**config.mk**
```make
export PLATFORM = sky130hd
export DESIGN_NAME = memArbiter
export DESIGN_NICKNAME = d
export VERILOG_FILES = /design/src/hw/memArbiter.sv
export VERILOG_INCLUDE_DIRS = /design/src /design/src/hw
export SDC_FILE = /design/constraint.sdc
export NUM_CORES = 1
export LEC_CHECK = 0
export BUFFER_PORTS_ARGS = -buffer_cell sky130_fd_sc_hd__buf_2
export CAP_MARGIN = 20
export CORE_AREA = 3 3 40 42
export DETAILED_ROUTE_END_ITERATION = 10
export DIE_AREA = 0 0 43 45
export GPL_TIMING_DRIVEN = 0
export PLACE_DENSITY_LB_ADDON = 0.05
export SLEW_MARGIN = 30
export SYNTH_ARGS = -nofsm -noshare
export SYNTH_HDL_FRONTEND = slang
export SYNTH_SLANG_ARGS = --single-unit
```
**constraint.sdc**
```tcl
create_clock -name vclk -period 0.8
set_input_delay 0 -clock vclk [all_inputs]
set_output_delay 0 -clock vclk [all_outputs]
set_load 0.05 [all_outputs]
```
**src/hw/cpu_config.svh**
```systemverilog
`ifndef CPU_CONFIG_SVH
`define CPU_CONFIG_SVH

// 1024-byte RAM, addresses wrap inside it
`define MEM_ADDR_BITS 10
`define MEM_BYTES     (1 << `MEM_ADDR_BITS)

// first instruction fetched after start
`define RESET_VECTOR  10'h200

`endif

```
**src/hw/memArbiter.sv**
```systemverilog
`timescale 1ns/10ps
`include "cpu_config.svh"

module memArbiter (
    input  logic                      hostReq,
    input  logic                      hostWe,
    input  logic [`MEM_ADDR_BITS-1:0] hostAddr,
    input  logic [7:0]                hostWdata,
    input  logic                      coreReq,
    input  logic                      coreWe,
    input  logic [`MEM_ADDR_BITS-1:0] coreAddr,
    input  logic [7:0]                coreWdata,
    output logic                      coreGrant,
    output logic                      ramEn,
    output logic                      ramWe,
    output logic [`MEM_ADDR_BITS-1:0] ramAddr,
    output logic [7:0]                ramWdata
);

    // host has fixed priority, core waits
    assign coreGrant = coreReq && !hostReq;

    assign ramEn    = hostReq || coreReq;
    assign ramWe    = hostReq ? hostWe : (coreReq && coreWe);
    assign ramAddr  = hostReq ? hostAddr : coreAddr;
    assign ramWdata = hostReq ? hostWdata : coreWdata;

endmodule

```
==> key figures <==
GRT
  • Vias in the first global route: 424
  • Overflow after GRT: 0
  • Initial antenna violation count: 0
  • First-pass GRT wire length: 1780 um
  • Largest net degree at the start of global routing: 11
  • Total track usage: 0.112

STA
  • RSZ-0062 raised after global routing: no
  • Peak Freq: 1320 MHz
  • Setup Viol. Count Final: 0
  • Max_slew headroom: 0.836
  • Final Hold Fails: 0
  • Final period util: 0.950
  • Worst-margin pin slew: 0.248 ns
  • Final Slew Violations: 0
  • Clock period minus worst slack: 0.760 ns

Setup path
  • Crit Path Max Fanout: 10
  • Critical path's slowest cell: mux2_4
  • CP Buf/Inv Count: 3
  • Arr. time, crit path: 0.76 ns
  • CP cell instances: buf_6 > buf_12 > mux2_4 > buf_4
  • Largest stage delay on the critical path: 0.30 ns
  • Crit path kind: in2out
  • WP data required: 0.80 ns
  • CP Capture Type: output port
  • Startpoint Class: input pin
  • Top delay family on crit path: buffers and inverters

Final layout
  • Register area: 0 um2
  • Layout area overhead: 144%
  • Post-layout nets: 127
  • Commonest non-fill, non-tap cells in the layout: buf_2, mux2_4, buf_4, buf_8, buf_6
  • Antenna cells: 0
  • Non-Filler Cell Area, Final: 766 um2
  • CLK BUF: 0
  • Commonest non-fill, non-tap cell in the layout: buf_2
  • Seq_cells: 0
  • Core Util, Final: 0.596
  • Non-filler instance count after layout: 100
  • Layout cells sized above 1: 1.00

Logic synthesis
  • Area leader, netlist: mux2_4
  • Post-Syn Instances: 23
  • Yosys top cell area share: 0.861
  • Mean Syn Cell Area: 13.7 um2
  • Post-Syn Area: 314 um2
  • Area contributors post-synth: mux2_4, buf_6, a22o_1, nor2b_1, or2_2
  • Net count after synthesis: 63
  • Yosys cell types: 5
  • Seq/Total Area, Yosys: 0
  • Synth warnings: 0

Route
  • WL final: 1130 um
  • DR WL/cell: 11.3 um
  • Drt first pass iters: 1
  • Drt drc: 0
  • Via-to-Cell Ratio: 4.28
  • Antenna Violating Nets Remaining: 0
  • DRT iter0 DRCs: 0
  • Routed vias: 428

Run status
  • Status: finished clean

Floorplan
  • Die Height: 45 um
  • Initial core utilization: 0.244
  • Die area: 1940 um2
  • IO Count: 61
  • Row count: 13
  • Core area: 1280 um2
  • Die W: 43 um

Place
  • Placed inst area: 647 um2
  • Port bufs: 61
  • Placed cells: 99
  • RD Place Congestion: 0.621

Pwr
  • Leakage: 0.460 nW
  • Power Dens Cells: 951 nW/um2
  • Max IR drop VDD: 0.468 mV

Run
  • Max-Cap Viols: 0

Clocking
  • Post-CTS setup buffer count: 0

Min path
  • Worst hold-check path type: in2out
## where the power goes
part	leakage [nW]	switching, mW	internal, mW
clock network	0	0	0
registers	0	0	0
logic	0.460	0.401	0.328
## worst paths after layout
check | from | to | slack [ns] | depth (start not counted)
worst min-delay path | coreReq | ramEn | 0.34 | 3
worst max-delay path | hostReq | ramAddr[1] | 0.04 | 4
## Yosys cell counts, drive strengths merged
cell type  instances
mux2              18
buf                2
nor2b              1
a22o               1
or2                1
## cell type report
cell class,count,area (um2)
Fill cell,122,519
Timing Repair Buffer,62,409
Multi-Input combinational cell,21,303
Buffer,2,35.0
Tap cell,15,18.8
## worst min-delay path: stages
cell and delay [ns]:
buf_2 0.09, or2_4 0.11, buf_8 0.13
## kinds of logic (layout without fill, tap and decap cells)
kind of cell    count (synthesis)  count (layout)  synth area share
buf+inv                         2              64            0.0717
compound gates                  1               1            0.0279
mux                            18              18             0.861
simple gates                    2               2            0.0399
## per-layer routing
layer,track usage,routed length (um),vias to the layer above
li1,-,-,211
met1,0.136,384,179
met2,0.216,566,38
met3,0.0239,180,0
met4,0,0,0
met5,0,0,-
## stage by stage
step / TNS (ns) / power, mW / hold slack (ns) / setup WS (ns)
after floorplan: 0 / 0.468 / 0.0598 / 0.118
after global placement: -0.658 / 0.632 / 0.385 / -0.0436
after detailed placement: -0.726 / 0.635 / 0.388 / -0.0477
after CTS: 0 / 0.732 / 0.330 / 0.0344
after global routing: 0 / 0.761 / 0.355 / 0.0137
final: 0 / 0.728 / 0.339 / 0.0399
## repair_timing
item,4_1_cts,5_1_grt
gates resized for setup,32,0
setup endpoints to repair,18,0
hold endpoints to repair,0,0
hold buffers,0,0
Power figures use the tool's default switching activity.
