===== src/hw/cpu_config.svh =====
`ifndef CPU_CONFIG_SVH
`define CPU_CONFIG_SVH

// 1024-byte RAM, addresses wrap inside it
`define MEM_ADDR_BITS 10
`define MEM_BYTES     (1 << `MEM_ADDR_BITS)

// first instruction fetched after start
`define RESET_VECTOR  10'h200

`endif


===== src/hw/cpuPkg.sv =====
package cpuPkg;

    // every mnemonic the decoder can emit, accumulator forms included
    typedef enum logic [5:0] {
        BRK, JSR, RTI, RTS, LDY, CPY, CPX, BIT,
        STY, PHP, PLP, PHA, PLA, DEY, TAY, INY,
        INX, JMP, BPL, BMI, BVC, BVS, BCC, BCS,
        BNE, BEQ, CLC, SEC, CLI, SEI, TYA, CLV,
        CLD, SED, ORA, AND, EOR, ADC, STA, LDA,
        CMP, SBC, LDX, ASL, ROL, LSR, ROR, STX,
        DEC, INC, ASLA, ROLA, LSRA, RORA, TXA, TAX,
        DEX, NOP, TXS, TSX
    } cmdE;

    typedef enum logic [3:0] {
        IMPL, ACC, IMM, ZPG, ZPGX, ZPGY, ABS,
        ABSX, ABSY, IND, XIND, INDY, REL
    } addrModeE;

    typedef enum logic [3:0] {
        IDLE, FETCH, DECODE, OPLO, OPHI, MEMRD, MEMWR, EXEC, HALT
    } seqStateE;

    // destination register of an ALU result
    typedef enum logic [1:0] {
        WR_NONE, WR_A, WR_X, WR_Y
    } wrSelE;

endpackage


===== src/hw/opDecoder.sv =====
`timescale 1ns/10ps

module opDecoder (
    input  logic [7:0]       opcode,
    output cpuPkg::cmdE      cmd,
    output cpuPkg::addrModeE addrMode
);

    logic [2:0] aaa;
    logic [2:0] bbb;
    logic [1:0] cc;

    assign aaa = opcode[7:5];
    assign bbb = opcode[4:2];
    assign cc  = opcode[1:0];

    // read-modify-write row of the cc=10 group, 100 and 101 are the X moves
    function automatic cpuPkg::cmdE rmwCmd(input logic [2:0] sel);
        case (sel)
            3'b000:  return cpuPkg::ASL;
            3'b001:  return cpuPkg::ROL;
            3'b010:  return cpuPkg::LSR;
            3'b011:  return cpuPkg::ROR;
            3'b100:  return cpuPkg::STX;
            3'b101:  return cpuPkg::LDX;
            3'b110:  return cpuPkg::DEC;
            default: return cpuPkg::INC;
        endcase
    endfunction

    always_comb begin
        cmd      = cpuPkg::BRK;
        addrMode = cpuPkg::IMPL;
        case (cc)
            2'b00: begin
                case (bbb)
                    3'b000: begin
                        addrMode = cpuPkg::IMM;
                        case (aaa)
                            3'b000: addrMode = cpuPkg::IMPL; // BRK
                            3'b001: begin
                                cmd      = cpuPkg::JSR;
                                addrMode = cpuPkg::ABS;
                            end
                            3'b010: begin
                                cmd      = cpuPkg::RTI;
                                addrMode = cpuPkg::IMPL;
                            end
                            3'b011: begin
                                cmd      = cpuPkg::RTS;
                                addrMode = cpuPkg::IMPL;
                            end
                            3'b101:  cmd = cpuPkg::LDY;
                            3'b110:  cmd = cpuPkg::CPY;
                            default: cmd = cpuPkg::CPX;
                        endcase
                    end
                    3'b001, 3'b011: begin
                        addrMode = bbb[1] ? cpuPkg::ABS : cpuPkg::ZPG;
                        case (aaa)
                            3'b001:  cmd = cpuPkg::BIT;
                            3'b010:  cmd = cpuPkg::JMP;
                            3'b011: begin
                                cmd      = cpuPkg::JMP;
                                addrMode = cpuPkg::IND;
                            end
                            3'b100:  cmd = cpuPkg::STY;
                            3'b101:  cmd = cpuPkg::LDY;
                            3'b110:  cmd = cpuPkg::CPY;
                            default: cmd = cpuPkg::CPX;
                        endcase
                    end
                    3'b010: begin
                        case (aaa)
                            3'b000:  cmd = cpuPkg::PHP;
                            3'b001:  cmd = cpuPkg::PLP;
                            3'b010:  cmd = cpuPkg::PHA;
                            3'b011:  cmd = cpuPkg::PLA;
                            3'b100:  cmd = cpuPkg::DEY;
                            3'b101:  cmd = cpuPkg::TAY;
                            3'b110:  cmd = cpuPkg::INY;
                            default: cmd = cpuPkg::INX;
                        endcase
                    end
                    3'b100: begin
                        addrMode = cpuPkg::REL;
                        case (aaa)
                            3'b000:  cmd = cpuPkg::BPL;
                            3'b001:  cmd = cpuPkg::BMI;
                            3'b010:  cmd = cpuPkg::BVC;
                            3'b011:  cmd = cpuPkg::BVS;
                            3'b100:  cmd = cpuPkg::BCC;
                            3'b101:  cmd = cpuPkg::BCS;
                            3'b110:  cmd = cpuPkg::BNE;
                            default: cmd = cpuPkg::BEQ;
                        endcase
                    end
                    3'b101: begin
                        addrMode = cpuPkg::ZPGX;
                        cmd      = (aaa == 3'b100) ? cpuPkg::STY : cpuPkg::LDY;
                    end
                    3'b110: begin
                        case (aaa)
                            3'b000:  cmd = cpuPkg::CLC;
                            3'b001:  cmd = cpuPkg::SEC;
                            3'b010:  cmd = cpuPkg::CLI;
                            3'b011:  cmd = cpuPkg::SEI;
                            3'b100:  cmd = cpuPkg::TYA;
                            3'b101:  cmd = cpuPkg::CLV;
                            3'b110:  cmd = cpuPkg::CLD;
                            default: cmd = cpuPkg::SED;
                        endcase
                    end
                    default: begin // 111
                        addrMode = cpuPkg::ABSX;
                        cmd      = cpuPkg::LDY;
                    end
                endcase
            end
            2'b01: begin
                case (bbb)
                    3'b000:  addrMode = cpuPkg::XIND;
                    3'b001:  addrMode = cpuPkg::ZPG;
                    3'b010:  addrMode = cpuPkg::IMM;
                    3'b011:  addrMode = cpuPkg::ABS;
                    3'b100:  addrMode = cpuPkg::INDY;
                    3'b101:  addrMode = cpuPkg::ZPGX;
                    3'b110:  addrMode = cpuPkg::ABSY;
                    default: addrMode = cpuPkg::ABSX;
                endcase
                case (aaa)
                    3'b000:  cmd = cpuPkg::ORA;
                    3'b001:  cmd = cpuPkg::AND;
                    3'b010:  cmd = cpuPkg::EOR;
                    3'b011:  cmd = cpuPkg::ADC;
                    3'b100:  cmd = cpuPkg::STA;
                    3'b101:  cmd = cpuPkg::LDA;
                    3'b110:  cmd = cpuPkg::CMP;
                    default: cmd = cpuPkg::SBC;
                endcase
            end
            default: begin // 10, the unused 11 column lands here too
                cmd = rmwCmd(aaa);
                case (bbb)
                    3'b000: begin
                        cmd      = cpuPkg::LDX;
                        addrMode = cpuPkg::IMM;
                    end
                    3'b001:  addrMode = cpuPkg::ZPG;
                    3'b010: begin
                        case (aaa)
                            3'b000:  cmd = cpuPkg::ASLA;
                            3'b001:  cmd = cpuPkg::ROLA;
                            3'b010:  cmd = cpuPkg::LSRA;
                            3'b011:  cmd = cpuPkg::RORA;
                            3'b100:  cmd = cpuPkg::TXA;
                            3'b101:  cmd = cpuPkg::TAX;
                            3'b110:  cmd = cpuPkg::DEX;
                            default: cmd = cpuPkg::NOP;
                        endcase
                        addrMode = aaa[2] ? cpuPkg::IMPL : cpuPkg::ACC;
                    end
                    3'b011:  addrMode = cpuPkg::ABS;
                    3'b101:  addrMode = (aaa[2:1] == 2'b10) ? cpuPkg::ZPGY : cpuPkg::ZPGX;
                    3'b110:  cmd = (aaa == 3'b100) ? cpuPkg::TXS : cpuPkg::TSX;
                    default: addrMode = (aaa == 3'b101) ? cpuPkg::ABSY : cpuPkg::ABSX;
                endcase
            end
        endcase
    end

endmodule


===== config.mk =====
export PLATFORM = sky130hd
export DESIGN_NAME = opDecoder
export DESIGN_NICKNAME = d
export VERILOG_FILES = /design/src/hw/cpu_config.svh /design/src/hw/cpuPkg.sv /design/src/hw/opDecoder.sv
export SDC_FILE = /design/constraint.sdc
export NUM_CORES = 1
export LEC_CHECK = 0
export ABC_CLOCK_PERIOD_IN_PS = 2200
export BUFFER_PORTS_ARGS = -buffer_cell sky130_fd_sc_hd__buf_2
export CORE_ASPECT_RATIO = 1.1
export CORE_MARGIN = 1.5
export CORE_UTILIZATION = 25
export DETAILED_ROUTE_END_ITERATION = 10
export PLACE_DENSITY = 0.51
export SYNTH_ARGS = -nofsm -noshare
export SYNTH_HDL_FRONTEND = slang
export SYNTH_SLANG_ARGS = --single-unit

===== constraint.sdc =====
create_clock -name vclk -period 2.2
set_clock_uncertainty 0.2 [all_clocks]
set_input_delay 0.55 -clock vclk [all_inputs]
set_output_delay 0.55 -clock vclk [all_outputs]
set_load 0.03 [all_outputs]

==> out/qor.yml <==
nets: 199
grt_pass1_vias: 1209
netlist_instances: 136
critPathSlowestCell: "a21oi_1"
crit_family: "buffers and inverters"
dp_hpwl_um: 2440
fin_area_um2: 1737
numPortBuffers: 18
first_pass_iters: 6
yosysTopAreaCellShare: 0.08081
ys_top_cells_by_area: "a21oi_1 8.1%, nand2_1 7.4%, buf_4 6.9%, nand2b_1 5.1%, nor2b_1 4.3%"
setup_slack_ns: -0.2659
drive_gt1_frac: 0.5926
setup_viol: 10
rsz0062_at_grt: "true"
status: "finished, violations left"
via_count: 1294
die_area_um2: 3831
syn_nets: 144
fillers: 294
critPathMaxStageDelay_ns: 0.19
post-route-drc-count: 0
worstPathRequired_ns: 1.45
wl_um: 3630
synth_seq_area_share: 0
synth.largest_area_cell: "a21oi_1"
min_period_ns: 2.466
final_max_slew_viol_count: 0
viasPerCell: 5.460
crit_type: "in2out"
place_worst_setup_slack_ns: -0.3555
regArea_um2: 0
ir_worst_vdd_mv: 0.09041
grt.total_usage: 0.1821
hold_path.class: "in2out"
initial_core_util: 0.2603
cp.arrival_ns: 1.72
nClkBuffers: 0
grt_antenna_before_repair: 0
cp_max_fo: 6
synth_area_per_cell_um2: 6.376
yosysWarningCount: 0
relSlewSlack: 0.8023
violations: "negative setup slack"
finalSetupTns_ns: -1.836
coreArea_um2: 3331
hold_violations: 0
worstMarginPinSlew_ns: 0.2954
num_io_pins: 18
path_buf_inv: 4
overflow: 0
p_per_area_nw_per_um2: 241.2
hold_buffers: 0
crit_path_start_kind: "input port"
min_period_over_period: 1.121
flops_and_latches: 0
max-cap-violations: 0
ant_nets: 0
max_freq_mhz: 405.5
avgRoutedWirePerCell_um: 15.32
die_width_um: 59.15
grt_pass1_wl_um: 5616
leakagePower_nw: 0.7337
rows: 22
area_growth_syn_to_layout_pct: 100.3
place_area_um2: 1290
die_h_um: 64.77
endpoint_kind: "primary output"
gp_congestion: 0.9561
crit_chain: "buf_12 > buf_8 > buf_4 > nor2b_1 > a21oi_1 > o22ai_1 > a21o_1 > buf_6"
antenna_cells: 0
drt_iter0_markers: 117
yosysUniqueCellTypes: 46
grt_start_max_net_pins: 15
netlist_area_um2: 867.1
[cell families (layout without fill, tap and decap cells)]
kind of cell / Yosys count / count (layout) / synth area share
and+or+nand+nor: 56 / 56 / 0.3434
muxes: 1 / 1 / 0.01299
buffers and inverters: 20 / 73 / 0.1544
xor gates and xnor gates: 3 / 3 / 0.03031
AOI/OAI and AO/OA: 56 / 56 / 0.4589
[synth_stat cells, types with 2 or more instances]
library cell / n
nand2_1: 17
buf_2: 5
and2_1: 2
o32ai_1: 2
a21boi_0: 2
nand2b_1: 7
o211ai_1: 3
nor2b_1: 6
a221o_1: 3
xor2_1: 2
o21ai_0: 5
a32oi_1: 2
o221ai_1: 2
a211oi_1: 2
nor3b_1: 2
buf_4: 8
o21a_1: 2
nor3_1: 2
inv_1: 3
nand3b_1: 2
o21ai_1: 4
nand3_1: 2
nor2_1: 9
buf_6: 3
o31ai_1: 2
o22ai_1: 4
a21oi_1: 14
[power by group]
group	total (mW)	internal, mW	switching (mW)
clock	0	0	0
sequential	0	0	0
combinational	0.419	0.213	0.206
[per-layer routing]
metal,share of wire,wire length (um),vias up,global-route usage
met5,0,0,-,0
met4,0.026,93,0,0.04830
met3,0.037,133,10,0
met2,0.54,1957,60,0.3375
met1,0.40,1446,613,0.2274
li1,-,-,611,-
[cells in the final DEF, fill, tap and decap left out, types with 3 or more instances in the layout]
| cell type | netlist | layout |
|---|---|---|
| nand2_1 | 17 | 14 |
| o21ai_1 | 4 | 5 |
| buf_4 | 8 | 39 |
| a21oi_2 | 1 | 3 |
| buf_12 | 0 | 7 |
| nor2b_4 | 0 | 3 |
| inv_1 | 3 | 3 |
| buf_6 | 3 | 19 |
| o211ai_1 | 3 | 3 |
| a21oi_1 | 14 | 11 |
| nand2b_1 | 7 | 5 |
| nor2b_1 | 6 | 4 |
| nor2_1 | 9 | 6 |
[repair_timing]
item                       4_1_cts  5_1_grt
pin swaps                       21       19
setup buffers                    4        4
cloned                           2        0
gates resized for setup         72       20
setup endpoints to repair       10       10
[per-stage QoR]
step | total power, mW | utilization | hold WS, ns | cells
2_1_floorplan | 0.2033 | - | 1.098 | 136
3_3_place_gp | 0.2993 | 0.3873 | 1.338 | 228
3_5_place_dp | 0.3025 | 0.3873 | 1.353 | 228
4_1_cts | 0.3891 | 0.4899 | 1.345 | 234
5_1_grt | 0.4413 | 0.5214 | 1.378 | 237
6_report | 0.4190 | 0.5214 | 1.356 | 237
[area by class of cell]
class / instances / area (um^2) / area share
timing repair buffer: 70 / 726.9 / 0.4186
multi-input combinational: 116 / 938.4 / 0.5403
inverter: 3 / 11.26 / 0.006484
tap: 48 / 60.06 / 0.03458
[final timing paths]
check	end	depth (start not counted)	from
setup / recovery	cmd[4]	8	opcode[2]
hold / removal	cmd[1]	4	opcode[6]
Note: power is estimated with default switching activity, not from simulation.
