==> src/hw/cpu_config.svh <==
`ifndef CPU_CONFIG_SVH
`define CPU_CONFIG_SVH

// 1024-byte RAM, addresses wrap inside it
`define MEM_ADDR_BITS 10
`define MEM_BYTES     (1 << `MEM_ADDR_BITS)

// first instruction fetched after start
`define RESET_VECTOR  10'h200

`endif

==> src/hw/cpuPkg.sv <==
package cpuPkg;

    // every mnemonic the decoder can emit, accumulator forms included
    typedef enum logic [5:0] {
        BRK, JSR, RTI, RTS, LDY, CPY, CPX, BIT,
        STY, PHP, PLP, PHA, PLA, DEY, TAY, INY,
        INX, JMP, BPL, BMI, BVC, BVS, BCC, BCS,
        BNE, BEQ, CLC, SEC, CLI, SEI, TYA, CLV,
        CLD, SED, ORA, AND, EOR, ADC, STA, LDA,
        CMP, SBC, LDX, ASL, ROL, LSR, ROR, STX,
        DEC, INC, ASLA, ROLA, LSRA, RORA, TXA, TAX,
        DEX, NOP, TXS, TSX
    } cmdE;

    typedef enum logic [3:0] {
        IMPL, ACC, IMM, ZPG, ZPGX, ZPGY, ABS,
        ABSX, ABSY, IND, XIND, INDY, REL
    } addrModeE;

    typedef enum logic [3:0] {
        IDLE, FETCH, DECODE, OPLO, OPHI, MEMRD, MEMWR, EXEC, HALT
    } seqStateE;

    // destination register of an ALU result
    typedef enum logic [1:0] {
        WR_NONE, WR_A, WR_X, WR_Y
    } wrSelE;

endpackage

==> src/hw/aluUnit.sv <==
`timescale 1ns/10ps

module aluUnit (
    input  cpuPkg::cmdE cmd,
    input  logic [7:0]  regA,
    input  logic [7:0]  regX,
    input  logic [7:0]  regY,
    input  logic [7:0]  operand,
    input  logic        carryIn,
    output logic [7:0]  result,
    output logic        nFlag,
    output logic        zFlag,
    output logic        cFlag,
    output logic [1:0]  writesReg
);

    logic [8:0] sum;

    assign sum = {1'b0, regA} + {1'b0, operand} + {8'd0, carryIn};

    always_comb begin
        case (cmd)
            cpuPkg::LDA, cpuPkg::LDX, cpuPkg::LDY: result = operand;
            cpuPkg::STA, cpuPkg::TAX, cpuPkg::TAY: result = regA; // stores drive wdata
            cpuPkg::STX, cpuPkg::TXA:              result = regX;
            cpuPkg::STY, cpuPkg::TYA:              result = regY;
            cpuPkg::ADC: result = sum[7:0];
            cpuPkg::AND: result = regA & operand;
            cpuPkg::ORA: result = regA | operand;
            cpuPkg::EOR: result = regA ^ operand;
            cpuPkg::INX: result = regX + 8'd1;
            cpuPkg::DEX: result = regX - 8'd1;
            cpuPkg::INY: result = regY + 8'd1;
            cpuPkg::DEY: result = regY - 8'd1;
            default:     result = 8'h00;
        endcase

        case (cmd)
            cpuPkg::LDA, cpuPkg::ADC, cpuPkg::AND, cpuPkg::ORA, cpuPkg::EOR,
            cpuPkg::TXA, cpuPkg::TYA: writesReg = cpuPkg::WR_A;
            cpuPkg::LDX, cpuPkg::INX, cpuPkg::DEX, cpuPkg::TAX: writesReg = cpuPkg::WR_X;
            cpuPkg::LDY, cpuPkg::INY, cpuPkg::DEY, cpuPkg::TAY: writesReg = cpuPkg::WR_Y;
            default: writesReg = cpuPkg::WR_NONE;
        endcase

        case (cmd)
            cpuPkg::ADC: cFlag = sum[8];
            cpuPkg::CLC: cFlag = 1'b0;
            cpuPkg::SEC: cFlag = 1'b1;
            default:     cFlag = carryIn; // carry untouched
        endcase
    end

    assign nFlag = result[7];
    assign zFlag = (result == 8'h00);

endmodule

==> config.mk <==
export PLATFORM = sky130hd
export DESIGN_NAME = aluUnit
export DESIGN_NICKNAME = d
export VERILOG_FILES = /design/src/hw/cpu_config.svh /design/src/hw/cpuPkg.sv /design/src/hw/aluUnit.sv
export SDC_FILE = /design/constraint.sdc
export NUM_CORES = 1
export LEC_CHECK = 0
export ABC_AREA = 1
export BUFFER_PORTS_ARGS = -buffer_cell sky130_fd_sc_hd__buf_2
export CORE_MARGIN = 3
export CORE_UTILIZATION = 32
export DETAILED_ROUTE_END_ITERATION = 12
export PLACE_DENSITY = 0.63
export SETUP_SLACK_MARGIN = 0.3
export SYNTH_ARGS = -nofsm -noshare
export SYNTH_HDL_FRONTEND = slang
export SYNTH_SLANG_ARGS = --single-unit
export TNS_END_PERCENT = 20
==> constraint.sdc <==
create_clock -name vclk -period 5.2
set_clock_uncertainty 0.2 [all_clocks]
set_input_delay 1.3 -clock vclk [all_inputs]
set_output_delay 1.3 -clock vclk [all_outputs]
set_load 0.03 [all_outputs]
==> metrics, run 1 <==
status=completed; First-pass DRT Iterations=5; RSZ-0062 raised after global routing=true; Seq/Total Area, Yosys=0; CP Data Arrival Time=3.28 ns; critical path startpoint category=input pin; core area=6420 µm²; Die ar.=7700 µm²; cells after synthesis=430; DR iter-0 viols=around 190; Crit Path Class=input pin to output pin; final setup fails=0; min Tclk post-route=4.78 ns; Ys Warns=0; Max Cap Viol=0; IO Pins=52; Die Span X=87.8 µm; Cell Area, Synth=2140 µm²; most frequent cells after synthesis=153 x nand2_1, 73 x inv_1, 48 x nor2_1; wire per inst=12.0 µm; remaining routing DRC violations=0; Area growth, synth to finish=26.4%; Cell Area, Placed=about 2500 µm²; Crit Path Max Fanout=5; Final nets=555; synth unique cells=32; final worst path period share=0.920; Multi-input gate area=between 1500 and 2000 µm²; initial core utilization=0.333; Slew @ Worst Pin=0.697 ns; GRT overflow=0; Final Instance Area=2710 µm²; Req. time, crit path=between 3 and 4 ns; Post-DRT Antenna Nets=0; final hold vios=0; DR vias/cell=between 4 and 5; clock buf count=0; power after layout=202 µW; Antenna Cells=0; nature of the critical path endpoint=output pin; vias in the first global route=2,449; vias=~2,800; register area=0 µm²; Slew Viols, Final=0; post-synth top area cell=nand2_1; layout cells sized above 1=0.232; Max IR drop VDD=0.0000281 V; fillers=724; syn_nets=approximately 490; max_slew headroom=0.532; GP Congestion=roughly 0.88; synth top area cells=nand2_1 27%, inv_1 13%, ha_1 12%, nand3_1 11%, nor2_1 8.4%; P per Cell Area=between 70 and 80 nW/µm²; post-synth top area share=0.268; first-pass GRT wire length=11.2 mm; Post-Route WL=6.84 mm; initial antenna violation count=0; gr usage total=0.173; Die Ht=87.8 µm; Row Count=29; post-DP HPWL=5.70 mm; post-route setup TNS=0 ns; largest net degree at the start of global routing=12; worst hold path type=input pin to output pin; syn avg cell area=4.98 µm²; Port Buffers=52; P_leak=about 1.6 nW; count leader, synth=nand2_1; seq_cells=0; Max Fclk=209 MHz
==> path summary, 6_finish.rpt <==
kind / cells after the start / start / end
setup / recovery: 18 / cmd[0] / zFlag
hold / removal: 4 / carryIn / cFlag
==> power by group <==
| part | internal, mW | switching [mW] | total, mW |
|---|---|---|---|
| Clock | 0 | 0 | 0 |
| Sequential | 0 | 0 | 0 |
| Combinational | 0.0740 | 0.128 | 0.202 |
| Total | 0.0740 | 0.128 | 0.202 |
==> layer usage <==
layer,GRT usage,vias up,wire (µm)
met2,0.313,84,3280
met4,0.00697,0,8
met3,0.00376,2,283
met1,0.241,1235,3270
li1,-,1493,-
met5,0,-,0
==> metrics by stage <==
| step | hold slack, ns | utilization | setup WS, ns | instances |
|---|---|---|---|---|
| after floorplan | 2.70 | - | 0.321 | 430 |
| after global placement | 2.83 | 0.391 | 0.152 | 561 |
| after detailed placement | 2.84 | 0.391 | 0.133 | 561 |
| after CTS | 2.84 | 0.399 | 0.306 | 563 |
| after global routing | 2.87 | 0.421 | 0.246 | 569 |
| final | 2.81 | 0.421 | 0.416 | 569 |
==> what timing repair did <==
action,4_1_cts,5_1_grt
pin swaps,5,17
setup endpoints to repair,1,3
cloned,0,0
hold buffers,0,0
gates resized for setup,13,33
setup buffers,2,6
==> layout by cell type (no fill, tap or decap), types with 2 or more instances in the layout <==
cell type  instances
nand4_1            8
buf_6              2
nand3b_1           5
a21oi_1           12
inv_4              2
fa_2               2
buf_2             45
nand2_1          147
xor2_1             4
nand3_2            5
a41oi_1            4
a31oi_1            2
nand2_2           10
inv_1             69
o21ai_1            3
buf_4             14
nor2_2             8
ha_1              18
inv_2              6
buf_8              2
clkbuf_4           2
nor2_1            41
nand2_4            3
nor3_1             2
ha_2               2
o21bai_1           2
nor2_4             6
nand3_1           43
o21ai_0           13
==> worst max-delay path, stage by stage <==
cell,delay [ns]
buf_2,0.17
inv_4,0.10
nand2_4,0.07
nor2_4,0.11
nand3_2,0.08
nand2_2,0.09
inv_1,0.04
ha_1,0.26
nand2_1,0.07
nand2_1,0.07
nor2_1,0.10
nand3b_1,0.10
nor2_1,0.15
nand2_1,0.10
nor2_2,0.12
nand3_2,0.11
nor2_4,0.12
buf_6,0.13
==> cell families after synthesis <==
family	synth area share
buffers and inverters	0.151
adders and majority gates	0.136
and+or+nand+nor	0.581
AOI/OAI and AO/OA	0.115
xor gates and xnor gates	0.0164
==> final cells by class <==
cell class,instances,area share
Tap cell,77,0.0356
Multi-Input combinational cell,349,0.707
Inverter,78,0.111
Timing Repair Buffer,65,0.147
No activity file was read; power rests on OpenSTA's default activity.
==> run 2: changes to the inputs <==
--- a/config.mk
+++ b/config.mk
@@ -11,4 +11,5 @@
 export CORE_UTILIZATION = 32
 export DETAILED_ROUTE_END_ITERATION = 12
+export MAX_ROUTING_LAYER = met4
 export PLACE_DENSITY = 0.63
 export SETUP_SLACK_MARGIN = 0.3
==> constraint.sdc (replaced) <==
create_clock -name vclk -period 5.2
set_clock_uncertainty 0.2 [all_clocks]
set_input_delay 0.52 -clock vclk [all_inputs]
set_output_delay 0.52 -clock vclk [all_outputs]
set_load 0.03 [all_outputs]
==> run 2 against run 1 <==
Compared with the run above: worst setup slack gained 1.3 ns; routed wire length shrank 1.7%; cell area shrank 8.8%; critical path depth shrank 1; final cell count shrank 2.3%; combinational power shrank 12%; first-iteration DRC count shrank 17%; sequential cell count is the same; hold slack lost 1.5 ns; die area is the same; largest power group unchanged; highest routed layer unchanged.
==> metrics, run 2 (synthesized netlist as in run 1, its figures left out) <==
Levels on crit path=17; postcts setup bufs=0; CP max stage delay=0.26 ns; P per Cell Area=71.8 nW/µm²; WHS=~1.3 ns; max_slew headroom=0.528; post-route setup TNS=0 ns; first-pass GRT wire length=11.5 mm; seq_cells=0; Die Span X=87.8 µm; core area=6420 µm²; Row Count=29; IO Pins=52; initial core utilization=0.333; hold depth=4; Crit Path Max Fanout=8; worst hold path type=input pin to output pin; nature of the critical path endpoint=output pin; wire per inst=12.1 µm; worst path bufs/invs=3; critical-path cell list=buf_2, nand2_1, nor2_1, nand3_1, nand2_1, inv_1, ha_1, nand2_1, nand2_1, nor2_1, nand3b_1, nor2_1, nand2_1, nor2_1, nand3_1, nor2_1, buf_2; Slew Viols, Final=0; DR iter-0 viols=159; layout cells sized above 1=0.159; hold_buf cts=0; post-DP HPWL=5.74 mm; Final nets=542; status=completed; placed cell count=556; Req. time, crit path=4.48 ns; commonest non-fill, non-tap cell in the layout=nand2_1; Area growth, synth to finish=15.3%; Post-Route WL=slightly below 7 mm; GP Congestion=0.929; register area=0 µm²; Max Cap Viol=0; largest net degree at the start of global routing=13; P_leak=between 1.5 and 2 nW; critical path startpoint category=input pin; Port Buffers=52; remaining routing DRC violations=0; vias=2,760; Max Fclk=around 290 MHz; Max IR drop VDD=0.0000290 V; initial antenna violation count=0; vias in the first global route=2,543; First-pass DRT Iterations=5; slowest library cell on the worst path=ha_1; gr usage total=0.184; delay-heaviest family, CP=simple AND/OR/NAND/NOR gates; cts repair resizes=0; Die ar.=7700 µm²; Util after Layout=0.384; clock buf count=0; Crit Path Class=input pin to output pin; final hold vios=0; Setup WS post-layout=1.70 ns; post-place setup slack=1.72 ns; Post-DRT Antenna Nets=0; most frequent cells in the layout=153 x nand2_1, 73 x inv_1, 52 x buf_2; Slew @ Worst Pin=0.703 ns; final setup fails=0; DR vias/cell=around 5.0; final worst path period share=0.673; min Tclk post-route=3.50 ns; Die Ht=87.8 µm; Antenna Cells=0; Final Non-Filler Cells=556; GRT overflow=0; CP Data Arrival Time=2.78 ns; RSZ-0062 raised after global routing=false
[run 2: final timing paths]
kind                  startpoint  endpoint  slack, ns
worst max-delay path      cmd[2]     zFlag       1.70
worst min-delay path     carryIn     cFlag       1.27
[run 2: metrics by stage]
step / instance area (µm²) / power, mW
after floorplan: 2140 / 0.119
after global placement: 2470 / 0.174
after detailed placement: 2470 / 0.175
after CTS: 2470 / 0.176
after global routing: 2470 / 0.199
final: 2470 / 0.177
[run 2: layout make-up]
cell class                      count  area (µm²)
Timing Repair Buffer               52         260
Inverter                           78         294
Multi-Input combinational cell    349        1820
Tap cell                           77        96.3
Fill cell                         731        3960
[run 2: metal layers]
metal  track usage  share of wire
met1         0.245           0.48
met2         0.321           0.47
met3        0.0103          0.045
met4       0.00976         0.0045
met5             -              0
[run 2: worst min-delay path, delay by kind of cell]
| kind | cells | cell delay, ns |
|---|---|---|
| AND/OR/NAND/NOR | 2 | 0.14 |
| buffers and inverters | 2 | 0.29 |
[run 2: where the power goes]
| part | total [mW] | internal, mW | switching, mW | leakage, nW |
|---|---|---|---|---|
| logic | 0.177 | 0.0583 | 0.119 | 1.53 |
| registers | 0 | 0 | 0 | 0 |
| clock network | 0 | 0 | 0 | 0 |
| total | 0.177 | 0.0583 | 0.119 | 1.53 |
