[src/hw/cpu_config.svh]
`ifndef CPU_CONFIG_SVH
`define CPU_CONFIG_SVH

// 1024-byte RAM, addresses wrap inside it
`define MEM_ADDR_BITS 10
`define MEM_BYTES     (1 << `MEM_ADDR_BITS)

// first instruction fetched after start
`define RESET_VECTOR  10'h200

`endif

[src/hw/cpuPkg.sv]
package cpuPkg;

    // every mnemonic the decoder can emit, accumulator forms included
    typedef enum logic [5:0] {
        BRK, JSR, RTI, RTS, LDY, CPY, CPX, BIT,
        STY, PHP, PLP, PHA, PLA, DEY, TAY, INY,
        INX, JMP, BPL, BMI, BVC, BVS, BCC, BCS,
        BNE, BEQ, CLC, SEC, CLI, SEI, TYA, CLV,
        CLD, SED, ORA, AND, EOR, ADC, STA, LDA,
        CMP, SBC, LDX, ASL, ROL, LSR, ROR, STX,
        DEC, INC, ASLA, ROLA, LSRA, RORA, TXA, TAX,
        DEX, NOP, TXS, TSX
    } cmdE;

    typedef enum logic [3:0] {
        IMPL, ACC, IMM, ZPG, ZPGX, ZPGY, ABS,
        ABSX, ABSY, IND, XIND, INDY, REL
    } addrModeE;

    typedef enum logic [3:0] {
        IDLE, FETCH, DECODE, OPLO, OPHI, MEMRD, MEMWR, EXEC, HALT
    } seqStateE;

    // destination register of an ALU result
    typedef enum logic [1:0] {
        WR_NONE, WR_A, WR_X, WR_Y
    } wrSelE;

endpackage

[src/hw/coreSequencer.sv]
`timescale 1ns/10ps
`include "cpu_config.svh"

module coreSequencer (
    input  logic                      clk,
    input  logic                      arstN,
    input  logic                      start,
    output logic                      coreReq,
    output logic                      coreWe,
    output logic [`MEM_ADDR_BITS-1:0] coreAddr,
    output logic [7:0]                coreWdata,
    input  logic                      coreGrant,
    input  logic [7:0]                coreRdata,
    input  cpuPkg::cmdE               cmd,
    input  cpuPkg::addrModeE          addrMode,
    input  logic [7:0]                aluResult,
    input  logic                      aluN,
    input  logic                      aluZ,
    input  logic                      aluC,
    input  logic [1:0]                aluWrites,
    output logic [7:0]                opcode,
    output logic [7:0]                regA,
    output logic [7:0]                regX,
    output logic [7:0]                regY,
    output logic [7:0]                operand,
    output logic                      carry,
    output logic                      busy,
    output logic                      done,
    output logic                      illegal
);

    cpuPkg::seqStateE          state;
    logic [`MEM_ADDR_BITS-1:0] pc;
    logic [`MEM_ADDR_BITS-1:0] effAddr;
    logic [`MEM_ADDR_BITS-1:0] branchTarget;
    logic [15:0]               absAddr;
    logic                      dataPhase; // second cycle of a granted access
    logic                      flagZ;
    logic                      isStore;
    logic                      isLegal;
    logic                      branchTaken;

    assign absAddr      = {coreRdata, operand};
    assign branchTarget = pc + {{(`MEM_ADDR_BITS-8){operand[7]}}, operand};
    assign isStore      = cmd inside {cpuPkg::STA, cpuPkg::STX, cpuPkg::STY};
    assign branchTaken  = (cmd == cpuPkg::BNE && !flagZ) || (cmd == cpuPkg::BEQ && flagZ);

    // kept subset of commands and modes
    always_comb begin
        case (cmd)
            cpuPkg::LDA, cpuPkg::LDX, cpuPkg::LDY, cpuPkg::ADC,
            cpuPkg::AND, cpuPkg::ORA, cpuPkg::EOR:
                isLegal = addrMode inside {cpuPkg::IMM, cpuPkg::ZPG, cpuPkg::ABS};
            cpuPkg::STA, cpuPkg::STX, cpuPkg::STY:
                isLegal = addrMode inside {cpuPkg::ZPG, cpuPkg::ABS};
            cpuPkg::INX, cpuPkg::INY, cpuPkg::DEX, cpuPkg::DEY, cpuPkg::TAX, cpuPkg::TAY,
            cpuPkg::TXA, cpuPkg::TYA, cpuPkg::CLC, cpuPkg::SEC, cpuPkg::NOP, cpuPkg::BRK:
                isLegal = (addrMode == cpuPkg::IMPL);
            cpuPkg::JMP:              isLegal = (addrMode == cpuPkg::ABS);
            cpuPkg::BNE, cpuPkg::BEQ: isLegal = (addrMode == cpuPkg::REL);
            default:                  isLegal = 1'b0;
        endcase
    end

    // request held until granted, then one cycle for the read data
    assign coreReq = !dataPhase && (state inside {cpuPkg::FETCH, cpuPkg::OPLO,
                                                  cpuPkg::OPHI, cpuPkg::MEMRD, cpuPkg::MEMWR});
    assign coreWe    = coreReq && (state == cpuPkg::MEMWR);
    assign coreAddr  = (state inside {cpuPkg::MEMRD, cpuPkg::MEMWR}) ? effAddr : pc;
    assign coreWdata = aluResult;

    always_ff @(posedge clk or negedge arstN) begin
        if (!arstN) begin
            state     <= cpuPkg::IDLE;
            pc        <= '0;
            effAddr   <= '0;
            opcode    <= 8'h00;
            operand   <= 8'h00;
            regA      <= 8'h00;
            regX      <= 8'h00;
            regY      <= 8'h00;
            carry     <= 1'b0;
            flagZ     <= 1'b0;
            dataPhase <= 1'b0;
            busy      <= 1'b0;
            done      <= 1'b0;
            illegal   <= 1'b0;
        end else begin
            dataPhase <= coreReq && coreGrant;
            done      <= 1'b0;
            case (state)
                cpuPkg::IDLE: begin
                    if (start) begin
                        pc      <= `RESET_VECTOR;
                        busy    <= 1'b1;
                        illegal <= 1'b0;
                        state   <= cpuPkg::FETCH;
                    end
                end
                cpuPkg::FETCH: begin
                    if (dataPhase) begin
                        opcode <= coreRdata;
                        pc     <= pc + 1'b1;
                        state  <= cpuPkg::DECODE;
                    end
                end
                cpuPkg::DECODE: begin
                    if (!isLegal) begin
                        illegal <= 1'b1;
                        done    <= 1'b1;
                        busy    <= 1'b0;
                        state   <= cpuPkg::HALT;
                    end else if (addrMode == cpuPkg::IMPL) begin
                        state <= cpuPkg::EXEC;
                    end else begin
                        state <= cpuPkg::OPLO;
                    end
                end
                cpuPkg::OPLO: begin
                    if (dataPhase) begin
                        operand <= coreRdata;
                        effAddr <= `MEM_ADDR_BITS'(coreRdata); // zero page
                        pc      <= pc + 1'b1;
                        case (addrMode)
                            cpuPkg::ZPG: state <= isStore ? cpuPkg::MEMWR : cpuPkg::MEMRD;
                            cpuPkg::ABS: state <= cpuPkg::OPHI;
                            default:     state <= cpuPkg::EXEC; // imm, rel
                        endcase
                    end
                end
                cpuPkg::OPHI: begin
                    if (dataPhase) begin
                        effAddr <= absAddr[`MEM_ADDR_BITS-1:0]; // wraps in RAM
                        pc      <= pc + 1'b1;
                        if (cmd == cpuPkg::JMP) begin
                            state <= cpuPkg::EXEC;
                        end else begin
                            state <= isStore ? cpuPkg::MEMWR : cpuPkg::MEMRD;
                        end
                    end
                end
                cpuPkg::MEMRD: begin
                    if (dataPhase) begin
                        operand <= coreRdata;
                        state   <= cpuPkg::EXEC;
                    end
                end
                cpuPkg::MEMWR: begin
                    if (dataPhase) begin
                        state <= cpuPkg::FETCH;
                    end
                end
                cpuPkg::EXEC: begin
                    case (aluWrites)
                        cpuPkg::WR_A: regA <= aluResult;
                        cpuPkg::WR_X: regX <= aluResult;
                        cpuPkg::WR_Y: regY <= aluResult;
                        default:      ;
                    endcase
                    if (aluWrites != cpuPkg::WR_NONE) begin
                        flagZ <= aluZ;
                    end
                    carry <= aluC;
                    state <= cpuPkg::FETCH;
                    if (cmd == cpuPkg::JMP) begin
                        pc <= effAddr;
                    end else if (branchTaken) begin
                        pc <= branchTarget;
                    end else if (cmd == cpuPkg::BRK) begin
                        done  <= 1'b1;
                        busy  <= 1'b0;
                        state <= cpuPkg::HALT;
                    end
                end
                cpuPkg::HALT: state <= cpuPkg::IDLE;
                default:      state <= cpuPkg::IDLE;
            endcase
        end
    end

endmodule

[config.mk]
export PLATFORM = sky130hd
export DESIGN_NAME = coreSequencer
export DESIGN_NICKNAME = d
export VERILOG_FILES = /design/src/hw/cpuPkg.sv /design/src/hw/coreSequencer.sv
export VERILOG_INCLUDE_DIRS = /design/src /design/src/hw
export SDC_FILE = /design/constraint.sdc
export NUM_CORES = 1
export LEC_CHECK = 0
export ABC_AREA = 1
export BUFFER_PORTS_ARGS = -buffer_cell sky130_fd_sc_hd__buf_2
export CAP_MARGIN = 15
export CORE_ASPECT_RATIO = 0.8
export CORE_MARGIN = 1
export CORE_UTILIZATION = 54
export DETAILED_ROUTE_END_ITERATION = 16
export PLACE_DENSITY = 0.8
export SKIP_CTS_REPAIR_TIMING = 1
export SLEW_MARGIN = 30
export SYNTH_ARGS = -nofsm -noshare
export SYNTH_HDL_FRONTEND = slang
export SYNTH_SLANG_ARGS = --single-unit
[constraint.sdc]
create_clock -name clk -period 2.25 [get_ports clk]
set_input_delay 0.45 -clock clk [delete_from_list [all_inputs] [get_ports clk]]
set_output_delay 0.45 -clock clk [all_outputs]
set_load 0.005 [all_outputs]
==> summary.md, run 1 <==
| Metric | Value |
|---|---|
| Status | `complete, but fails checks` |
| Failing checks | `negative setup slack` |
| CTS clk-pin slew, worst paths | `0.09 ns` |
| Leak Pwr | `0.00280 uW` |
| 1st-iter DRT viols | `359` |
| Die Width | `101 microns` |
| DIE AREA | `8220 sq um` |
| Worst reg2reg path depth | `12` |
| Syn Area/Cell | `7.46 sq um` |
| Io pins | `99` |
| Sw frac | `0.450` |
| R2R setup slack | `0.12 ns` |
| Skew final | `0.0137 ns` |
| Placer Congestion | `0.885` |
| Worst setup path category | `flip-flop to output port` |
| Crit Reg-Reg Startpoint | `operand[0]` |
| Warning count from the yosys run | `0` |
| Routed len/inst | `15.1 microns` |
| CP Launch Type | `flip-flop` |
| Drt pass-1 iters | `5` |
| PwrDens | `1380 nW/um^2` |
| Clock group share of total power | `0.164` |
| Area share of the largest cell type after synthesis | `0.413` |
| CTS buffer count | `9` |
| Largest net degree at the start of global routing | `48` |
| Hpwl dp | `8480 microns` |
| Dpl cell area | `4830 sq um` |
| FMAX | `0.444 GHz` |
| Slew margin rel. | `0.570` |
| Worst endpoint required time | `1.80 ns` |
| Crit share post-route | `1.00` |
| Asr flop ratio synth | `1.00` |
| Setup ws final | `-0.000460 ns` |
| Top_reg_cell synth | `dfrtp_1` |
| Hold WC Path Type | `primary input to asynchronous set/reset pin` |
| Yosys reg bits | `70` |
| CP max FO | `9` |
| Sink Count | `70` |
| DP Worst Slack | `0.200 ns` |
| Final slew viol count | `0` |
| Seq pwr share | `0.328` |
| Post-synthesis mux area share | `0` |
| Fin area | `5170 sq um` |
| Residual DRC | `0` |
| Final number of hold-violating endpoints | `0` |
| Final nets | `722` |
| Row cnt | `28` |
| Cell variety after synth | `38` |
| Gr usage total | `0.301` |
| XOR/XNOR Fraction of Synth Area | `0.0227` |
| Core Region | `7500 sq um` |
| Crit. End Element | `output port` |
| Final wirelength | `11800 microns` |
| Clk buf depth | `2` |
| Root Buffer | `clkbuf_8` |
| Worst slew pin tran | `0.644 ns` |
| First-pass GRT wire length | `18900 microns` |
| Register area share after synthesis | `0.413` |
| P_sw | `3210 uW` |
| Gr ovfl total | `0` |
| Worst EP arrival | `1.80 ns` |
| Diodes inserted | `0` |
| Post-Synth Adder-Cell Area | `0.0342` |
| Minimum clock period | `2.25 ns` |
| Initial antenna violation count | `0` |
| Yosys top cell by area | `dfrtp_1` |
| Port Buffer Count | `97` |
| Cells after synthesis | `569` |
| Main combinational cell family by area after synthesis | `simple AND/OR/NAND/NOR gates` |
| Critical Path Sink | `coreAddr[1]` |
| CTS tree | `done` |
| Peak supply drop | `721 uV` |
| Share of layout cells above drive strength 1 | `0.248` |
| Number of synthesized flops with an enable pin | `0` |
| Final setup viols | `1` |
| Synth cell count leaders | `155 x nand2_1, 82 x o21ai_0, 70 x dfrtp_1` |
| Later-pin clock latency in the skew report | `0.35 ns` |
| Vias per cell | `5.49` |
| Starting Density | `0.566` |
| Top-count cell post-synth | `nand2_1` |
| Logic pwr share | `0.508` |
| Worst setup path start | `state[3]` |
| Die H | `81.3 microns` |
| Internal power | `3920 uW` |
| Max_cap viols | `0` |
| H-tree depth | `3` |
| Vias | `4313` |
| Mapped Area | `4240 sq um` |
| RR Endpoint | `pc[8]` |
| RSZ-0062 raised after global routing | `yes` |
| ANT nets after route | `0` |
| Fin cells | `786` |
| Compound-gate portion of the synthesized area | `0.166` |
| Hold slack | `0.0929 ns` |
| Dominant cells by area after synthesis | `dfrtp_1 41%, nand2_1 14%, o21ai_0 9.7%` |
| Number of global-route vias before repair | `3887` |
| Simple-gate portion of the synthesized area | `0.267` |
| Placed insts | `762` |
| Layout area overhead | `21.9%` |
| Tot Pwr | `7130 uW` |
| Synthesized net count | `615` |
==> state kept, by name, indices dropped and copies added, names as in the netlist <==
register,flops
regA,8
busy,1
illegal,1
pc,10
opcode,8
carry,1
regX,8
state,4
dataPhase,1
flagZ,1
regY,8
effAddr,10
operand,8
done,1
==> critical path, stage by stage (launching register included) <==
cell	delay, ns
dfrtp_1	0.40
inv_1	0.10
nand2_4	0.11
nor3_4	0.27
nor2_4	0.09
buf_4	0.17
o21ai_0	0.15
buf_2	0.14
==> metal layers <==
| layer | vias to the layer above | part of all wire | GRT usage |
|---|---|---|---|
| met5 | - | 0 | 0 |
| met4 | 0 | 0.020 | 0.0681 |
| met3 | 29 | 0.082 | 0.0757 |
| met2 | 188 | 0.45 | 0.481 |
| met1 | 2036 | 0.45 | 0.415 |
| li1 | 2060 | - | - |
==> cell type report <==
class / count / area [sq um]
clock buffers: 10 / 128
clock inverters: 6 / 93.8
fillers: 642 / 2320
inverters: 71 / 272
multi-input cells: 405 / 2130
flip-flops and latches: 70 / 1760
well taps: 105 / 131
repair buffers: 119 / 663
==> worst min path at each step <==
stage / start / end / slack, ns / cells after the start
finish: arstN / busy / 0.09 / 1
detailed placement: illegal / illegal / 0.46 / 2
global placement: carry / carry / 0.45 / 2
global route: arstN / regA[1] / 0.13 / 1
floorplan: arstN / busy / 0.15 / 0
CTS: arstN / regA[1] / 0.10 / 1
==> power groups by stage <==
stage / combinational, uW / sequential [uW] / clock [uW]
detailed placement: 3320 / 2330 / 0
floorplan: 2210 / 2270 / 0
global route: 4060 / 2400 / 1230
CTS: 3360 / 2330 / 1170
finish: 3620 / 2340 / 1170
global placement: 3180 / 2310 / 0
==> cell families after synthesis <==
kind of cell,Yosys count
xor+xnor,11
compound gates,129
flops,70
buf+inv,94
fa+ha+maj,11
simple gates,254
==> per-stage QoR <==
stage | TNS (ns) | util
3_5_place_dp | 0 | 0.645
3_3_place_gp | 0 | 0.645
5_1_grt | -0.506 | 0.690
2_1_floorplan | 0 | -
6_report | -0.000460 | 0.690
4_1_cts | -0.522 | 0.674
==> cells in the final DEF, fill, tap and decap left out, types with 3 or more instances in the layout <==
master	instances
ha_1	10
nor3_1	7
buf_4	21
xor2_1	9
dfrtp_1	67
o21ai_1	4
nor4_1	3
nand3_1	28
nand2_4	4
inv_1	65
nor2_1	32
o22ai_1	3
a21oi_1	22
dfrtp_2	3
inv_2	4
buf_2	97
o211ai_1	9
o21ai_0	79
nand4_1	7
nor2_4	8
o21ai_2	4
nand2_1	154
clkbuf_8	9
(Power assumes the default switching activity.)
==> run 2: changes to the inputs <==
GPL_TIMING_DRIVEN = 0   (was default)
==> summary.md, run 2 (synthesized netlist as in run 1, its figures left out) <==
| Metric | Value |
|---|---|
| Gr ovfl total | `0 (unchanged)` |
| Final number of hold-violating endpoints | `0 (unchanged)` |
| Gr usage total | `0.296 (was 0.301)` |
| Worst endpoint required time | `1.80 ns (about the same)` |
| Placer Congestion | `0.907 (was 0.885)` |
| ANT nets after route | `0 (unchanged)` |
| Max_cap viols | `0 (unchanged)` |
| CP max FO | `5 (was 9)` |
| FMAX | `0.454 GHz (was 0.444 GHz)` |
| TNS Setup | `0 ns (was -0.000460 ns)` |
| Residual DRC | `0 (unchanged)` |
| Final nets | `729 (was 722)` |
| Fin cells | `793 (was 786)` |
| Worst setup path category | `flip-flop to output port (unchanged)` |
| Drt pass-1 iters | `6 (was 5)` |
| Hold WC Path Type | `primary input to asynchronous set/reset pin (unchanged)` |
| Die H | `81.3 microns (unchanged)` |
| Row cnt | `28 (unchanged)` |
| Later-pin clock latency in the skew report | `0.36 ns (was 0.35 ns)` |
| Sink Count | `70 (unchanged)` |
| Routed len/inst | `14.8 microns (was 15.1 microns)` |
| Worst slew pin tran | `0.533 ns (was 0.644 ns)` |
| DIE AREA | `8220 sq um (unchanged)` |
| Io pins | `99 (unchanged)` |
| Minimum clock period | `2.20 ns (was 2.25 ns)` |
| DRT met1 WL | `5210 microns (was 5270 microns)` |
| Dpl cell area | `4880 sq um (was 4830 sq um)` |
| Crit. End Element | `output port (unchanged)` |
| Setup ws final | `0.0465 ns (was -0.000460 ns)` |
| R2R setup slack | `0.16 ns (was 0.12 ns)` |
| Diodes inserted | `0 (unchanged)` |
| CTS clk-pin slew, worst paths | `0.08 ns (was 0.09 ns)` |
| Core Region | `7500 sq um (unchanged)` |
| Placed insts | `771 (was 762)` |
| RR Endpoint | `pc[7] (was pc[8])` |
| Peak supply drop | `775 uV (was 721 uV)` |
| Layout area overhead | `22.9% (was 21.9%)` |
| Met3 wire len | `1090 microns (was 968 microns)` |
| 1st-iter DRT viols | `290 (was 359)` |
| Starting Density | `0.566 (unchanged)` |
| Hpwl dp | `8830 microns (was 8480 microns)` |
| Initial antenna violation count | `0 (unchanged)` |
| Crit share post-route | `0.979 (was 1.00)` |
| Crit Reg-Reg Startpoint | `pc[2] (was operand[0])` |
| Top flop regs | `effAddr x10, pc x10 (unchanged)` |
| Final wirelength | `11700 microns (was 11800 microns)` |
| Die Width | `101 microns (unchanged)` |
| Final slew viol count | `0 (unchanged)` |
| First-pass GRT wire length | `18700 microns (was 18900 microns)` |
| Worst reg2reg path depth | `8 (was 12)` |
| Largest net degree at the start of global routing | `45 (was 48)` |
| H-tree depth | `3 (unchanged)` |
| CTS buffer count | `9 (unchanged)` |
| Clk buf depth | `2 (unchanged)` |
| Status | `complete, no violations (was complete, but fails checks)` |
| Commonest non-fill, non-tap cell in the layout | `nand2_1 (unchanged)` |
| Leak Pwr | `0.00281 uW (was 0.00280 uW)` |
| DR top layer | `met4 (unchanged)` |
| Fin area | `5220 sq um (was 5170 sq um)` |
| Slew margin rel. | `0.642 (was 0.570)` |
| Number of global-route vias before repair | `3871 (was 3887)` |
| Port Buffer Count | `96 (was 97)` |
| Vias | `4283 (was 4313)` |
| Final setup viols | `0 (was 1)` |
| Most frequent cells in the layout | `154 x nand2_1, 102 x buf_2, 73 x o21ai_0 (was 154 x nand2_1, 97 x buf_2, 79 x o21ai_0)` |
| Root Buffer | `clkbuf_8 (unchanged)` |
| Share of layout cells above drive strength 1 | `0.262 (was 0.248)` |
| Worst EP arrival | `1.75 ns (was 1.80 ns)` |
| Skew final | `0.0100 ns (was 0.0137 ns)` |
| Met2 wire len | `5300 microns (was 5370 microns)` |
| Tot Pwr | `7100 uW (was 7130 uW)` |
| Vias per cell | `5.40 (was 5.49)` |
| CP Launch Type | `flip-flop (unchanged)` |
| CTS tree | `done (unchanged)` |
| DP Worst Slack | `-0.0294 ns (was 0.200 ns)` |
| PwrDens | `1360 nW/um^2 (was 1380 nW/um^2)` |
-- run 2: critical path: stages (launching register included) --
cell,delay [ns]
dfrtp_2,0.45
inv_2,0.08
nand2_4,0.09
nor3_4,0.29
nor2_4,0.07
nand2_4,0.08
nand2_2,0.09
o21ai_4,0.10
buf_2,0.14
-- run 2: worst max path at each step --
stage / slack, ns / depth (start not counted) / to / startpoint
3_5_place_dp: -0.03 / 10 / pc[6] / operand[0]
3_3_place_gp: -0.01 / 10 / pc[6] / pc[0]
4_1_cts: -0.28 / 7 / coreAddr[1] / state[1]
6_report: 0.05 / 8 / coreReq / state[3]
2_1_floorplan: 0.29 / 10 / pc[6] / pc[0]
5_1_grt: -0.02 / 7 / coreReq / state[2]
-- run 2: per-stage QoR --
step                      hold slack (ns)  utilization
after floorplan                     0.154            -
after global placement              0.451        0.648
after detailed placement            0.399        0.651
after CTS                          0.0144        0.677
after global routing               0.0282        0.696
final                             0.00193        0.696
-- run 2: cell type report --
cell class / count / area, sq um
Fill cell: 649 / 2280
Multi-Input combinational cell: 405 / 2150
Sequential cell: 70 / 1760
Timing Repair Buffer: 103 / 548
Inverter: 71 / 272
Buffer: 23 / 160
Tap cell: 105 / 131
Clock buffer: 10 / 128
Clock inverter: 6 / 70.1
-- run 2: layer usage --
metal	track usage	vias to the layer above
li1	-	2077
met1	0.405	1977
met2	0.464	203
met4	0.0638	0
met3	0.0912	26
met5	0	-
-- run 2: where the power goes --
part	total [uW]	internal, uW	switching [uW]
combinational	3690	1500	2190
clock	1060	520	536
sequential	2360	1870	491
==> run 3: changes to the inputs <==
CELL_PAD_IN_SITES_DETAIL_PLACEMENT = 1   (was default)
CELL_PAD_IN_SITES_GLOBAL_PLACEMENT = 1   (was default)
CORE_UTILIZATION = 39   (was 54)
PLACE_DENSITY = default   (was 0.8)
PLACE_DENSITY_LB_ADDON = 0.1   (was default)
==> summary.md, run 3 (synthesized netlist as in run 1, its figures left out) <==
| Metric | Value |
|---|---|
| Final nets | `733 (was 729)` |
| Diodes inserted | `0 (unchanged)` |
| DIE AREA | `11300 sq um (was 8220 sq um)` |
| Commonest non-fill, non-tap cell in the layout | `nand2_1 (unchanged)` |
| CP Launch Type | `flip-flop (unchanged)` |
| Residual DRC | `0 (unchanged)` |
| Final setup viols | `0 (unchanged)` |
| Vias | `4280 (was 4283)` |
| Share of layout cells above drive strength 1 | `0.256 (was 0.262)` |
| Hold slack | `0.0393 ns (was 0.00193 ns)` |
| CTS clk-pin slew, worst paths | `0.06 ns (was 0.08 ns)` |
| Crit. End Element | `output port (unchanged)` |
| Sink Count | `70 (unchanged)` |
| Final number of hold-violating endpoints | `0 (unchanged)` |
| Later-pin clock latency in the skew report | `0.33 ns (was 0.36 ns)` |
| Gr ovfl total | `0 (unchanged)` |
| Worst EP arrival | `1.76 ns (was 1.75 ns)` |
| # fillers | `1370 (was 649)` |
| Status | `complete, no violations (unchanged)` |
| Most frequent cells in the layout | `154 x nand2_1, 102 x buf_2, 77 x o21ai_0 (was 154 x nand2_1, 102 x buf_2, 73 x o21ai_0)` |
| Io pins | `99 (unchanged)` |
| CTS tree | `done (unchanged)` |
| Area of the multi-input gates | `2120 sq um (was 2150 sq um)` |
| Final wirelength | `13700 microns (was 11700 microns)` |
| Number of global-route vias before repair | `4330 (was 3871)` |
| Critical Path Max Stage Delay | `0.42 ns (was 0.45 ns)` |
| Hpwl dp | `10300 microns (was 8830 microns)` |
| Row cnt | `33 (was 28)` |
| R2R setup slack | `0.14 ns (was 0.16 ns)` |
| Tot Pwr | `7530 uW (was 7100 uW)` |
| Port Buffer Count | `96 (unchanged)` |
| Hold WC Path Type | `primary input to asynchronous set/reset pin (unchanged)` |
| Minimum clock period | `2.21 ns (was 2.20 ns)` |
| Skew final | `0.00641 ns (was 0.0100 ns)` |
| First-pass GRT wire length | `22100 microns (was 18700 microns)` |
| Leak Pwr | `0.00286 uW (was 0.00281 uW)` |
| CP cell instances | `inv_2 -> nand2_4 -> nor3_4 -> nor2_4 -> nand2_4 -> nand2_4 -> o21ai_4 -> buf_2 (was inv_2 -> nand2_4 -> nor3_4 -> nor2_4 -> nand2_4 -> nand2_2 -> o21ai_4 -> buf_2)` |
| Core Region | `10400 sq um (was 7500 sq um)` |
| RSZ-0062 raised after global routing | `yes` |
| Register area | `1760 sq um (about the same)` |
| Routed len/inst | `16.5 microns (was 14.8 microns)` |
| Worst endpoint required time | `1.80 ns (about the same)` |
| Worst reg2reg path depth | `10 (was 8)` |
| PwrDens | `1410 nW/um^2 (was 1360 nW/um^2)` |
| Critical path's most frequent cell | `nand2_4 (unchanged)` |
| Final core utilization | `0.514 (was 0.696)` |
| Final slew viol count | `0 (unchanged)` |
| Die H | `95.3 microns (was 81.3 microns)` |
| CP max-delay cell | `dfrtp_1 (was dfrtp_2)` |
| Worst setup path category | `flip-flop to output port (unchanged)` |
| CP Buf/Inv Count | `2 (unchanged)` |
| FMAX | `0.453 GHz (was 0.454 GHz)` |
| Top flop regs | `effAddr x10, pc x10 (unchanged)` |
| H-tree depth | `3 (unchanged)` |
| 1st-iter DRT viols | `185 (was 290)` |
| CP max FO | `5 (unchanged)` |
| Die Width | `119 microns (was 101 microns)` |
| Max_cap viols | `0 (unchanged)` |
| Clk buf depth | `2 (unchanged)` |
| Largest net degree at the start of global routing | `44 (was 45)` |
| CTS buffer count | `9 (unchanged)` |
| Peak supply drop | `657 uV (was 775 uV)` |
| Worst slew pin tran | `0.615 ns (was 0.533 ns)` |
| Drt pass-1 iters | `4 (was 6)` |
| Gr usage total | `0.251 (was 0.296)` |
| Crit path max-delay family | `simple AND/OR/NAND/NOR gates (unchanged)` |
| Starting Density | `0.408 (was 0.566)` |
| Root Buffer | `clkbuf_16 (was clkbuf_8)` |
| Layout area overhead | `26.1% (was 22.9%)` |
| Vias per cell | `5.14 (was 5.40)` |
| Slew margin rel. | `0.587 (was 0.642)` |
| Initial antenna violation count | `0 (unchanged)` |
| Crit share post-route | `0.981 (was 0.979)` |
| Placer Congestion | `0.852 (was 0.907)` |
| ANT nets after route | `0 (unchanged)` |
| Fin cells | `832 (was 793)` |
| CP Depth | `8 (unchanged)` |
| Placed insts | `806 (was 771)` |
run 3: changes by cell type in the layout (fill, tap and decap cells not counted), moves of 2 or more:
cell | previous run | this run
o21ai_1 | 4 | 6
clkbuf_8 | 9 | 0
o21ai_2 | 10 | 4
buf_4 | 16 | 19
clkbuf_16 | 0 | 9
o21ai_0 | 73 | 77
run 3: final cells by class:
class	instances	area share
clock buffers	10	0.0428
plain buffers	23	0.0292
well taps	140	0.0327
repair buffers	107	0.112
multi-input cells	405	0.396
clock inverters	6	0.00865
flip-flops and latches	70	0.328
inverters	71	0.0507
run 3: per-layer routing:
layer / GRT usage / wire length [microns]
met2: 0.412 / 6340
met1: 0.344 / 6560
met5: 0 / 0
met3: 0.0461 / 687
met4: 0.0570 / 123
run 3: final timing paths:
kind	startpoint	to
setup / recovery	state[3]	coreReq
hold reg to reg	carry	carry
min in group clk	aluC	carry
setup reg to reg	pc[0]	pc[6]
hold / removal	arstN	regA[2]
max in group asynchronous	arstN	pc[0]
run 3: report_power, final:
group	internal, uW	switching [uW]	leakage, uW
logic	1540	2300	0.00185
clock network	754	570	0.000129
registers	1870	496	0.000886
total	4160	3360	0.00286
run 3: metrics by stage:
stage / setup slack (ns) / cell area, sq um / TNS (ns)
floorplan: 0.294 / 4240 / 0
global placement: -0.134 / 4900 / -0.247
detailed placement: -0.158 / 4930 / -0.343
CTS: -0.355 / 5200 / -3.70
global route: -0.0480 / 5350 / -0.234
finish: 0.0438 / 5350 / 0
